## config.mk

```make
export PLATFORM = sky130hd
export DESIGN_NAME = cache_axi_bridge
export DESIGN_NICKNAME = d
export VERILOG_FILES = /design/src/verilog/axi_bridge_pkg.sv /design/src/verilog/axi_read_engine.sv /design/src/verilog/axi_write_engine.sv /design/src/verilog/cache_axi_bridge.sv
export SDC_FILE = /design/constraint.sdc
export NUM_CORES = 1
export LEC_CHECK = 0
export BUFFER_PORTS_ARGS = -buffer_cell sky130_fd_sc_hd__buf_2
export CELL_PAD_IN_SITES_DETAIL_PLACEMENT = 2
export CELL_PAD_IN_SITES_GLOBAL_PLACEMENT = 2
export CORE_MARGIN = 10
export CORE_UTILIZATION = 33
export CTS_BUF_LIST = sky130_fd_sc_hd__clkbuf_8 sky130_fd_sc_hd__clkbuf_16
export CTS_CLUSTER_SIZE = 25
export DETAILED_ROUTE_END_ITERATION = 10
export PLACE_DENSITY_LB_ADDON = 0.1
export SYNTH_ARGS = -nofsm -noshare
export SYNTH_HDL_FRONTEND = slang
export SYNTH_SLANG_ARGS = --single-unit
```

## constraint.sdc

```tcl
create_clock -name aclk -period 13.35 [get_ports aclk]
set_clock_uncertainty 0.15 [all_clocks]
set_input_delay 2.67 -clock aclk [delete_from_list [all_inputs] [get_ports aclk]]
set_output_delay 2.67 -clock aclk [all_outputs]
set_load 0.03 [all_outputs]
```

## src/verilog/axi_bridge_pkg.sv

```systemverilog
package axi_bridge_pkg;

	// bus geometry
	localparam int addr_w     = 32;
	localparam int data_w     = 32;
	localparam int line_words = 4;
	localparam int id_w       = 4;

	// byte offset bits inside one cache line
	localparam int line_off_w = $clog2(line_words * data_w / 8);

	localparam logic [7:0] line_len = 8'(line_words - 1); // arlen/awlen of a line burst

	// cache request type, only req_line makes a burst
	typedef enum logic [2:0] {
		req_byte = 3'b000,
		req_half = 3'b001,
		req_word = 3'b010,
		req_line = 3'b100
	} req_type_e;

	// read owner tags carried on arid/rid
	localparam logic [id_w-1:0] id_icache = 4'd0;
	localparam logic [id_w-1:0] id_dcache = 4'd1;

	typedef enum logic [1:0] {
		rd_idle,
		rd_addr,  // arvalid up
		rd_data,  // rready up
		rd_done   // last beat on the return port
	} rd_state_e;

	typedef enum logic [2:0] {
		wr_idle,
		wr_both,       // aw and w both outstanding
		wr_addr_only,  // w finished, aw still out
		wr_data_only,  // aw finished, w still out
		wr_resp        // waiting on b
	} wr_state_e;

endpackage

```

## src/verilog/axi_read_engine.sv

```systemverilog
`timescale 1ns/1ps

module axi_read_engine (
	input  logic                                aclk,
	input  logic                                aresetn,
	// icache read port
	input  logic                                icache_rd_req,
	input  logic [2:0]                          icache_rd_type,
	input  logic [axi_bridge_pkg::addr_w-1:0]   icache_rd_addr,
	output logic                                icache_rd_rdy,
	output logic                                icache_ret_valid,
	output logic                                icache_ret_last,
	output logic [axi_bridge_pkg::data_w-1:0]   icache_ret_data,
	// dcache read port
	input  logic                                dcache_rd_req,
	input  logic [2:0]                          dcache_rd_type,
	input  logic [axi_bridge_pkg::addr_w-1:0]   dcache_rd_addr,
	output logic                                dcache_rd_rdy,
	output logic                                dcache_ret_valid,
	output logic                                dcache_ret_last,
	output logic [axi_bridge_pkg::data_w-1:0]   dcache_ret_data,
	// ar channel
	output logic [axi_bridge_pkg::id_w-1:0]     arid,
	output logic [axi_bridge_pkg::addr_w-1:0]   araddr,
	output logic [7:0]                          arlen,
	output logic                                arvalid,
	input  logic                                arready,
	// r channel
	input  logic [axi_bridge_pkg::id_w-1:0]     rid,
	input  logic [axi_bridge_pkg::data_w-1:0]   rdata,
	input  logic                                rlast,
	input  logic                                rvalid,
	output logic                                rready,
	// from the write engine
	input  logic                                wr_pending,
	input  logic [axi_bridge_pkg::addr_w-1:0]   wr_pending_addr
);

	localparam int hi = axi_bridge_pkg::addr_w - 1;
	localparam int lo = axi_bridge_pkg::line_off_w;

	axi_bridge_pkg::rd_state_e state;

	logic                              pick_dcache;
	logic                              any_req;
	logic [2:0]                        pick_type;
	logic [axi_bridge_pkg::addr_w-1:0] pick_addr;
	logic                              hazard;
	logic                              take;
	logic                              ar_hs;
	logic                              r_hs;
	logic                              beat_valid;
	logic                              beat_last;
	logic [axi_bridge_pkg::id_w-1:0]   beat_id;
	logic [axi_bridge_pkg::data_w-1:0] beat_data;

	assign pick_dcache = dcache_rd_req; // dcache wins a tie
	assign any_req     = dcache_rd_req | icache_rd_req;
	assign pick_type   = pick_dcache ? dcache_rd_type : icache_rd_type;
	assign pick_addr   = pick_dcache ? dcache_rd_addr : icache_rd_addr;

	// compared per line, so a word read inside an unfinished line write is held too
	assign hazard = wr_pending && (pick_addr[hi:lo] == wr_pending_addr[hi:lo]);
	assign take   = (state == axi_bridge_pkg::rd_idle) && any_req && !hazard;

	assign arvalid = (state == axi_bridge_pkg::rd_addr);
	assign rready  = (state == axi_bridge_pkg::rd_data);
	assign ar_hs   = arvalid & arready;
	assign r_hs    = rvalid & rready;

	always_ff @(posedge aclk) begin
		if (!aresetn) begin
			state <= axi_bridge_pkg::rd_idle;
		end else begin
			case (state)
				axi_bridge_pkg::rd_idle: if (take) state <= axi_bridge_pkg::rd_addr;
				axi_bridge_pkg::rd_addr: if (ar_hs) state <= axi_bridge_pkg::rd_data;
				axi_bridge_pkg::rd_data: if (r_hs && rlast) state <= axi_bridge_pkg::rd_done;
				default: state <= axi_bridge_pkg::rd_idle; // rd_done
			endcase
		end
	end

	// ar payload, held while arvalid waits
	always_ff @(posedge aclk) begin
		if (take) begin
			arid   <= pick_dcache ? axi_bridge_pkg::id_dcache : axi_bridge_pkg::id_icache;
			araddr <= pick_addr;
			arlen  <= (pick_type == axi_bridge_pkg::req_line) ? axi_bridge_pkg::line_len : 8'd0;
		end
	end

	always_ff @(posedge aclk) begin
		if (!aresetn) begin
			beat_valid <= 1'b0;
		end else begin
			beat_valid <= r_hs; // return goes out one cycle after the beat
		end
	end

	always_ff @(posedge aclk) begin
		if (r_hs) begin
			beat_data <= rdata;
			beat_id   <= rid;
			beat_last <= rlast;
		end
	end

	assign icache_rd_rdy = ar_hs && (arid == axi_bridge_pkg::id_icache);
	assign dcache_rd_rdy = ar_hs && (arid == axi_bridge_pkg::id_dcache);

	// steer by the id that came back with the beat
	assign icache_ret_valid = beat_valid && (beat_id == axi_bridge_pkg::id_icache);
	assign dcache_ret_valid = beat_valid && (beat_id == axi_bridge_pkg::id_dcache);
	assign icache_ret_last  = icache_ret_valid && beat_last;
	assign dcache_ret_last  = dcache_ret_valid && beat_last;
	assign icache_ret_data  = beat_data;
	assign dcache_ret_data  = beat_data;

	ar_hold: assert property (@(posedge aclk) disable iff (!aresetn)
		arvalid && !arready |=> arvalid && $stable(araddr));

	// each return beat goes only to the cache whose read is in flight
	ret_one_owner: assert property (@(posedge aclk) disable iff (!aresetn)
		beat_valid |-> beat_id == arid);

endmodule

```

## src/verilog/axi_write_engine.sv

```systemverilog
`timescale 1ns/1ps

module axi_write_engine (
	input  logic                                aclk,
	input  logic                                aresetn,
	// dcache write port
	input  logic                                dcache_wr_req,
	input  logic [2:0]                          dcache_wr_type,
	input  logic [axi_bridge_pkg::addr_w-1:0]   dcache_wr_addr,
	input  logic [3:0]                          dcache_wr_wstrb,
	input  logic [axi_bridge_pkg::line_words*axi_bridge_pkg::data_w-1:0] dcache_wr_data,
	output logic                                dcache_wr_rdy,
	// aw channel
	output logic [axi_bridge_pkg::id_w-1:0]     awid,
	output logic [axi_bridge_pkg::addr_w-1:0]   awaddr,
	output logic [7:0]                          awlen,
	output logic                                awvalid,
	input  logic                                awready,
	// w channel
	output logic [axi_bridge_pkg::data_w-1:0]   wdata,
	output logic [3:0]                          wstrb,
	output logic                                wlast,
	output logic                                wvalid,
	input  logic                                wready,
	// b channel
	input  logic                                bvalid,
	output logic                                bready,
	// to the read engine
	output logic                                wr_pending,
	output logic [axi_bridge_pkg::addr_w-1:0]   wr_pending_addr
);

	axi_bridge_pkg::wr_state_e state;

	logic [axi_bridge_pkg::line_words*axi_bridge_pkg::data_w-1:0] wr_buf;
	logic [7:0] beat_cnt;
	logic       accept;
	logic       aw_hs;
	logic       w_hs;
	logic       w_done;
	logic       b_hs;
	logic       b_done_q;

	assign dcache_wr_rdy = (state == axi_bridge_pkg::wr_idle);
	assign accept        = dcache_wr_req && dcache_wr_rdy;

	assign awid    = axi_bridge_pkg::id_dcache;
	assign awvalid = (state == axi_bridge_pkg::wr_both) || (state == axi_bridge_pkg::wr_addr_only);
	assign wvalid  = (state == axi_bridge_pkg::wr_both) || (state == axi_bridge_pkg::wr_data_only);
	assign bready  = (state == axi_bridge_pkg::wr_resp);
	assign wdata   = wr_buf[axi_bridge_pkg::data_w-1:0]; // low word leaves first
	assign wlast   = wvalid && (beat_cnt == awlen);

	assign aw_hs  = awvalid & awready;
	assign w_hs   = wvalid & wready;
	assign w_done = w_hs & wlast;
	assign b_hs   = bvalid & bready;

	always_ff @(posedge aclk) begin
		if (!aresetn) begin
			state <= axi_bridge_pkg::wr_idle;
		end else begin
			case (state)
				axi_bridge_pkg::wr_idle: begin
					if (accept) state <= axi_bridge_pkg::wr_both;
				end
				axi_bridge_pkg::wr_both: begin
					if (aw_hs && w_done)
						state <= axi_bridge_pkg::wr_resp;
					else if (aw_hs)
						state <= axi_bridge_pkg::wr_data_only;
					else if (w_done)
						state <= axi_bridge_pkg::wr_addr_only;
				end
				axi_bridge_pkg::wr_addr_only: if (aw_hs) state <= axi_bridge_pkg::wr_resp;
				axi_bridge_pkg::wr_data_only: if (w_done) state <= axi_bridge_pkg::wr_resp;
				default: if (b_hs) state <= axi_bridge_pkg::wr_idle; // wr_resp
			endcase
		end
	end

	// request capture and data shifter
	always_ff @(posedge aclk) begin
		if (accept) begin
			awaddr <= dcache_wr_addr;
			awlen  <= (dcache_wr_type == axi_bridge_pkg::req_line) ? axi_bridge_pkg::line_len
				: 8'd0;
			wstrb  <= dcache_wr_wstrb; // same strobes on every beat
			wr_buf <= dcache_wr_data;
		end else if (w_hs) begin
			wr_buf <= wr_buf >> axi_bridge_pkg::data_w;
		end
	end

	always_ff @(posedge aclk) begin
		if (!aresetn) begin
			beat_cnt <= 8'd0;
		end else if (accept) begin
			beat_cnt <= 8'd0;
		end else if (w_hs) begin
			beat_cnt <= beat_cnt + 8'd1;
		end
	end

	always_ff @(posedge aclk) begin
		if (!aresetn) begin
			b_done_q <= 1'b0;
		end else begin
			b_done_q <= b_hs;
		end
	end

	// covers the accept cycle too, before awaddr is loaded
	assign wr_pending      = accept || (state != axi_bridge_pkg::wr_idle) || b_done_q;
	assign wr_pending_addr = accept ? dcache_wr_addr : awaddr;

	// no further w beat once the last one is taken
	wlast_ends_w: assert property (@(posedge aclk) disable iff (!aresetn)
		w_done |=> !wvalid);

	aw_hold: assert property (@(posedge aclk) disable iff (!aresetn)
		awvalid && !awready |=> awvalid && $stable(awaddr));

endmodule

```

## src/verilog/cache_axi_bridge.sv

```systemverilog
`timescale 1ns/1ps

module cache_axi_bridge (
	input  logic                                aclk,
	input  logic                                aresetn,
	// icache read port
	input  logic                                icache_rd_req,
	input  logic [2:0]                          icache_rd_type,
	input  logic [axi_bridge_pkg::addr_w-1:0]   icache_rd_addr,
	output logic                                icache_rd_rdy,
	output logic                                icache_ret_valid,
	output logic                                icache_ret_last,
	output logic [axi_bridge_pkg::data_w-1:0]   icache_ret_data,
	// dcache read port
	input  logic                                dcache_rd_req,
	input  logic [2:0]                          dcache_rd_type,
	input  logic [axi_bridge_pkg::addr_w-1:0]   dcache_rd_addr,
	output logic                                dcache_rd_rdy,
	output logic                                dcache_ret_valid,
	output logic                                dcache_ret_last,
	output logic [axi_bridge_pkg::data_w-1:0]   dcache_ret_data,
	// dcache write port
	input  logic                                dcache_wr_req,
	input  logic [2:0]                          dcache_wr_type,
	input  logic [axi_bridge_pkg::addr_w-1:0]   dcache_wr_addr,
	input  logic [3:0]                          dcache_wr_wstrb,
	input  logic [axi_bridge_pkg::line_words*axi_bridge_pkg::data_w-1:0] dcache_wr_data,
	output logic                                dcache_wr_rdy,
	// axi read side
	output logic [axi_bridge_pkg::id_w-1:0]     arid,
	output logic [axi_bridge_pkg::addr_w-1:0]   araddr,
	output logic [7:0]                          arlen,
	output logic                                arvalid,
	input  logic                                arready,
	input  logic [axi_bridge_pkg::id_w-1:0]     rid,
	input  logic [axi_bridge_pkg::data_w-1:0]   rdata,
	input  logic                                rlast,
	input  logic                                rvalid,
	output logic                                rready,
	// axi write side
	output logic [axi_bridge_pkg::id_w-1:0]     awid,
	output logic [axi_bridge_pkg::addr_w-1:0]   awaddr,
	output logic [7:0]                          awlen,
	output logic                                awvalid,
	input  logic                                awready,
	output logic [axi_bridge_pkg::data_w-1:0]   wdata,
	output logic [3:0]                          wstrb,
	output logic                                wlast,
	output logic                                wvalid,
	input  logic                                wready,
	input  logic                                bvalid,
	output logic                                bready
);

	// read-after-write hold, write engine to read engine
	logic                              wr_pending;
	logic [axi_bridge_pkg::addr_w-1:0] wr_pending_addr;

	axi_read_engine u_read (
		.aclk             (aclk),
		.aresetn          (aresetn),
		.icache_rd_req    (icache_rd_req),
		.icache_rd_type   (icache_rd_type),
		.icache_rd_addr   (icache_rd_addr),
		.icache_rd_rdy    (icache_rd_rdy),
		.icache_ret_valid (icache_ret_valid),
		.icache_ret_last  (icache_ret_last),
		.icache_ret_data  (icache_ret_data),
		.dcache_rd_req    (dcache_rd_req),
		.dcache_rd_type   (dcache_rd_type),
		.dcache_rd_addr   (dcache_rd_addr),
		.dcache_rd_rdy    (dcache_rd_rdy),
		.dcache_ret_valid (dcache_ret_valid),
		.dcache_ret_last  (dcache_ret_last),
		.dcache_ret_data  (dcache_ret_data),
		.arid             (arid),
		.araddr           (araddr),
		.arlen            (arlen),
		.arvalid          (arvalid),
		.arready          (arready),
		.rid              (rid),
		.rdata            (rdata),
		.rlast            (rlast),
		.rvalid           (rvalid),
		.rready           (rready),
		.wr_pending       (wr_pending),
		.wr_pending_addr  (wr_pending_addr)
	);

	axi_write_engine u_write (
		.aclk            (aclk),
		.aresetn         (aresetn),
		.dcache_wr_req   (dcache_wr_req),
		.dcache_wr_type  (dcache_wr_type),
		.dcache_wr_addr  (dcache_wr_addr),
		.dcache_wr_wstrb (dcache_wr_wstrb),
		.dcache_wr_data  (dcache_wr_data),
		.dcache_wr_rdy   (dcache_wr_rdy),
		.awid            (awid),
		.awaddr          (awaddr),
		.awlen           (awlen),
		.awvalid         (awvalid),
		.awready         (awready),
		.wdata           (wdata),
		.wstrb           (wstrb),
		.wlast           (wlast),
		.wvalid          (wvalid),
		.wready          (wready),
		.bvalid          (bvalid),
		.bready          (bready),
		.wr_pending      (wr_pending),
		.wr_pending_addr (wr_pending_addr)
	);

endmodule

```

==> flow_summary.toml <==
[placed_design]
dp.cells = 1509
pre_cts_ws_ns = 6.66
gp_congestion = 0.769
hpwl_microns = 29500
placed_area_sq_um = 13100
io_buffers = 465

[finish]
syn_to_final_growth_pct = 29.2
postLayoutCellArea_sq_um = 14100
fillers = 3355
drive_gt1_frac = 0.598
fin_nets = 1386
final_cell_count_no_fill = 1570

[worst_setup_path]
worst-path-max-fanout = 77
end_kind = "flip-flop"
required_ns = 13.37
crit_arrival_ns = 6.05
path_class = "in -> reg"
startpoint_type = "primary input"

[die]
core_sq_um = 32500
start_util = 0.334
rows = 66
die_h_microns = 202
dieArea_sq_um = 40600
die_width_microns = 202
ioPinCount = 485

[timing]
slew_headroom = 0.321
layout_min_cycle_time_ns = 6.04
rsz0062_at_grt = "false"
setup_ws_ns = 7.31
report.final.hold_viol_count = 0
setup_viol = 0
slew_violations = 0
setup_tns_ns = 0
period_share = 0.452
tightest_slew_ns = 1.02
timing.fmax_mhz = 166

[pwr]
power_mw = 2.52
leakage_nw = 5.96
vdd_drop_max_v = 0.000106
power_density_nw_per_um2 = 179

[clocking]
clockRootBuffer = "clkbuf_16"
cts_tree = "built"
cts_max_level = 1
cts.hold.buffers_added = 0
cts_resized = 0
cts.sinks = 251
postCtsSetupRepairBufs = 0
worstSkewPairLatency_ns = 0.54
cts_made_buffers = 29
path_clk_slew_ns = 0.06
clockBufferDepth = 3

[logic_synthesis]
yosysUniqueCellTypes = 45
yosysSeqAreaShare = 0.653
synthTopCellsByCount = "edfxtp_1 (208), mux2_2 (137), buf_4 (85), dfxtp_1 (43), and2_1 (36)"
syn_area_per_cell_sq_um = 15.8
synthFlopType = "edfxtp_1"
synth_seq_cells = 251
syn_inst = 690
synth_top_cell_area_share = 0.574
yosysTopAreaCell = "edfxtp_1"
synthTopCellsByArea = "edfxtp_1 (57%), mux2_2 (14%), dfxtp_1 (7.9%), buf_4 (5.9%), xor2_1 (2.7%)"
yosys_warnings = 0
synth_edf_count = 208
netlist_area_sq_um = 10900
synth-async-reset-ratio = 0
synthMostInstantiatedCell = "edfxtp_1"

[detailed_routing]
wl_met3_microns = 2810
viasPerCell = 4.47
ant_nets = 0
drt_pass1_iterations = 4
highest_layer = "met5"
vias = 7015
wirelength_met1_microns = 14000
drt_iter0_markers = 277
wl_met2_microns = 19600
remaining_drc_errors = 0
wire_per_inst_microns = 23.8
wl_microns = 37400

[global_route]
grt_pass1_vias = 8025
grt_max_degree = 78
grt.overflow.total = 0
grt_pass1_wl_microns = 54500
antenna_found_initial = 13
track_usage = 0.176

[hold_path]
hold_path.class = "reg -> reg"

[run]
cap_violations = 0

[status]
outcome = "complete, no violations"
## power breakdown
part	internal [mW]	leakage [nW]	switching [mW]
sequential	1.03	2.36	0.0520
combinational	0.212	3.11	0.428
clock	0.479	0.489	0.316
total	1.72	5.96	0.796
## cells by family after synthesis
| family | synth area share |
|---|---|
| muxes | 0.169 |
| DFF | 0.653 |
| xor gates and xnor gates | 0.0298 |
| adders and majority gates | 0.00460 |
| other | 0.000690 |
| and+or+nand+nor | 0.0552 |
| buffers and inverters | 0.0770 |
| AOI/OAI and AO/OA | 0.0108 |
## metal layers
| metal | up-vias | track usage |
|---|---|---|
| met1 | 3467 | 0.191 |
| met5 | - | 0 |
| met3 | 60 | 0.0638 |
| met2 | 242 | 0.318 |
| li1 | 3234 | - |
| met4 | 12 | 0.0478 |
## layout make-up
class	count	area (sq um)	share of cell area
flip-flops and latches	251	7110	0.506
inverters	10	37.5	0.00267
diodes	8	20.0	0.00142
clock buffers	31	753	0.0536
well taps	442	553	0.0393
multi-input cells	335	3020	0.215
repair buffers	471	2370	0.169
clock inverters	22	196	0.0140
## flip-flops by register name, summed over array words and instances (netlist names)
register                count
u_write.wr_buf            128
u_read.araddr              32
u_read.dcache_ret_data     32
u_write.awaddr             32
u_write.beat_cnt            8
u_read.beat_id              4
u_write.wstrb               4
u_write.state               3
u_read.state                2
u_read.arid                 1
u_read.arlen                1
u_read.beat_last            1
u_read.beat_valid           1
u_write.awlen               1
u_write.b_done_q            1
## path summary, 6_finish.rpt
kind | from | endpoint | slack [ns] | cells past startpoint
setup reg to reg | u_write.state[0] | u_write.wr_buf[93] | 8.98 | 5
hold / removal | u_read.state[1] | u_read.state[1] | 0.34 | 2
hold reg to reg | u_read.state[1] | u_read.state[1] | 0.34 | 2
setup / recovery | dcache_wr_req | u_write.wr_buf[93] | 7.31 | 6
## placed cells by master, fill, tap and decap left out, types with 3 or more instances in the layout
cell / netlist / layout
clkbuf_16: 0 / 29
buf_2: 9 / 465
mux2_2: 137 / 137
o21ai_0: 4 / 4
nor2b_1: 3 / 3
nor2_1: 17 / 17
nor3_1: 4 / 4
xor2_1: 33 / 33
edfxtp_1: 208 / 208
diode_2: 0 / 8
ha_1: 4 / 4
nand2_1: 13 / 13
bufinv_16: 0 / 4
mux2_4: 14 / 14
clkinv_1: 0 / 8
and2_1: 36 / 36
nor4_1: 4 / 4
nand4_1: 4 / 4
clkinv_2: 0 / 3
buf_4: 85 / 6
inv_1: 10 / 16
mux2i_1: 7 / 7
dfxtp_1: 43 / 43
xnor2_1: 4 / 4
conb_1: 2 / 19
and3_1: 6 / 6
nor3b_1: 3 / 3
## metrics by stage
stage | utilization | hold slack (ns)
finish | 0.432 | 0.337
global route | 0.432 | 0.375
CTS | 0.431 | 0.342
detailed placement | 0.402 | 0.326
global placement | 0.402 | 0.329
floorplan | - | 0.301
## critical path, cell delays in order
cell	delay, ns
buf_2	0.10
nor4b_4	0.21
buf_4	0.49
buf_4	0.81
or2_4	0.91
buf_4	0.71
Power figures use the tool's default switching activity.
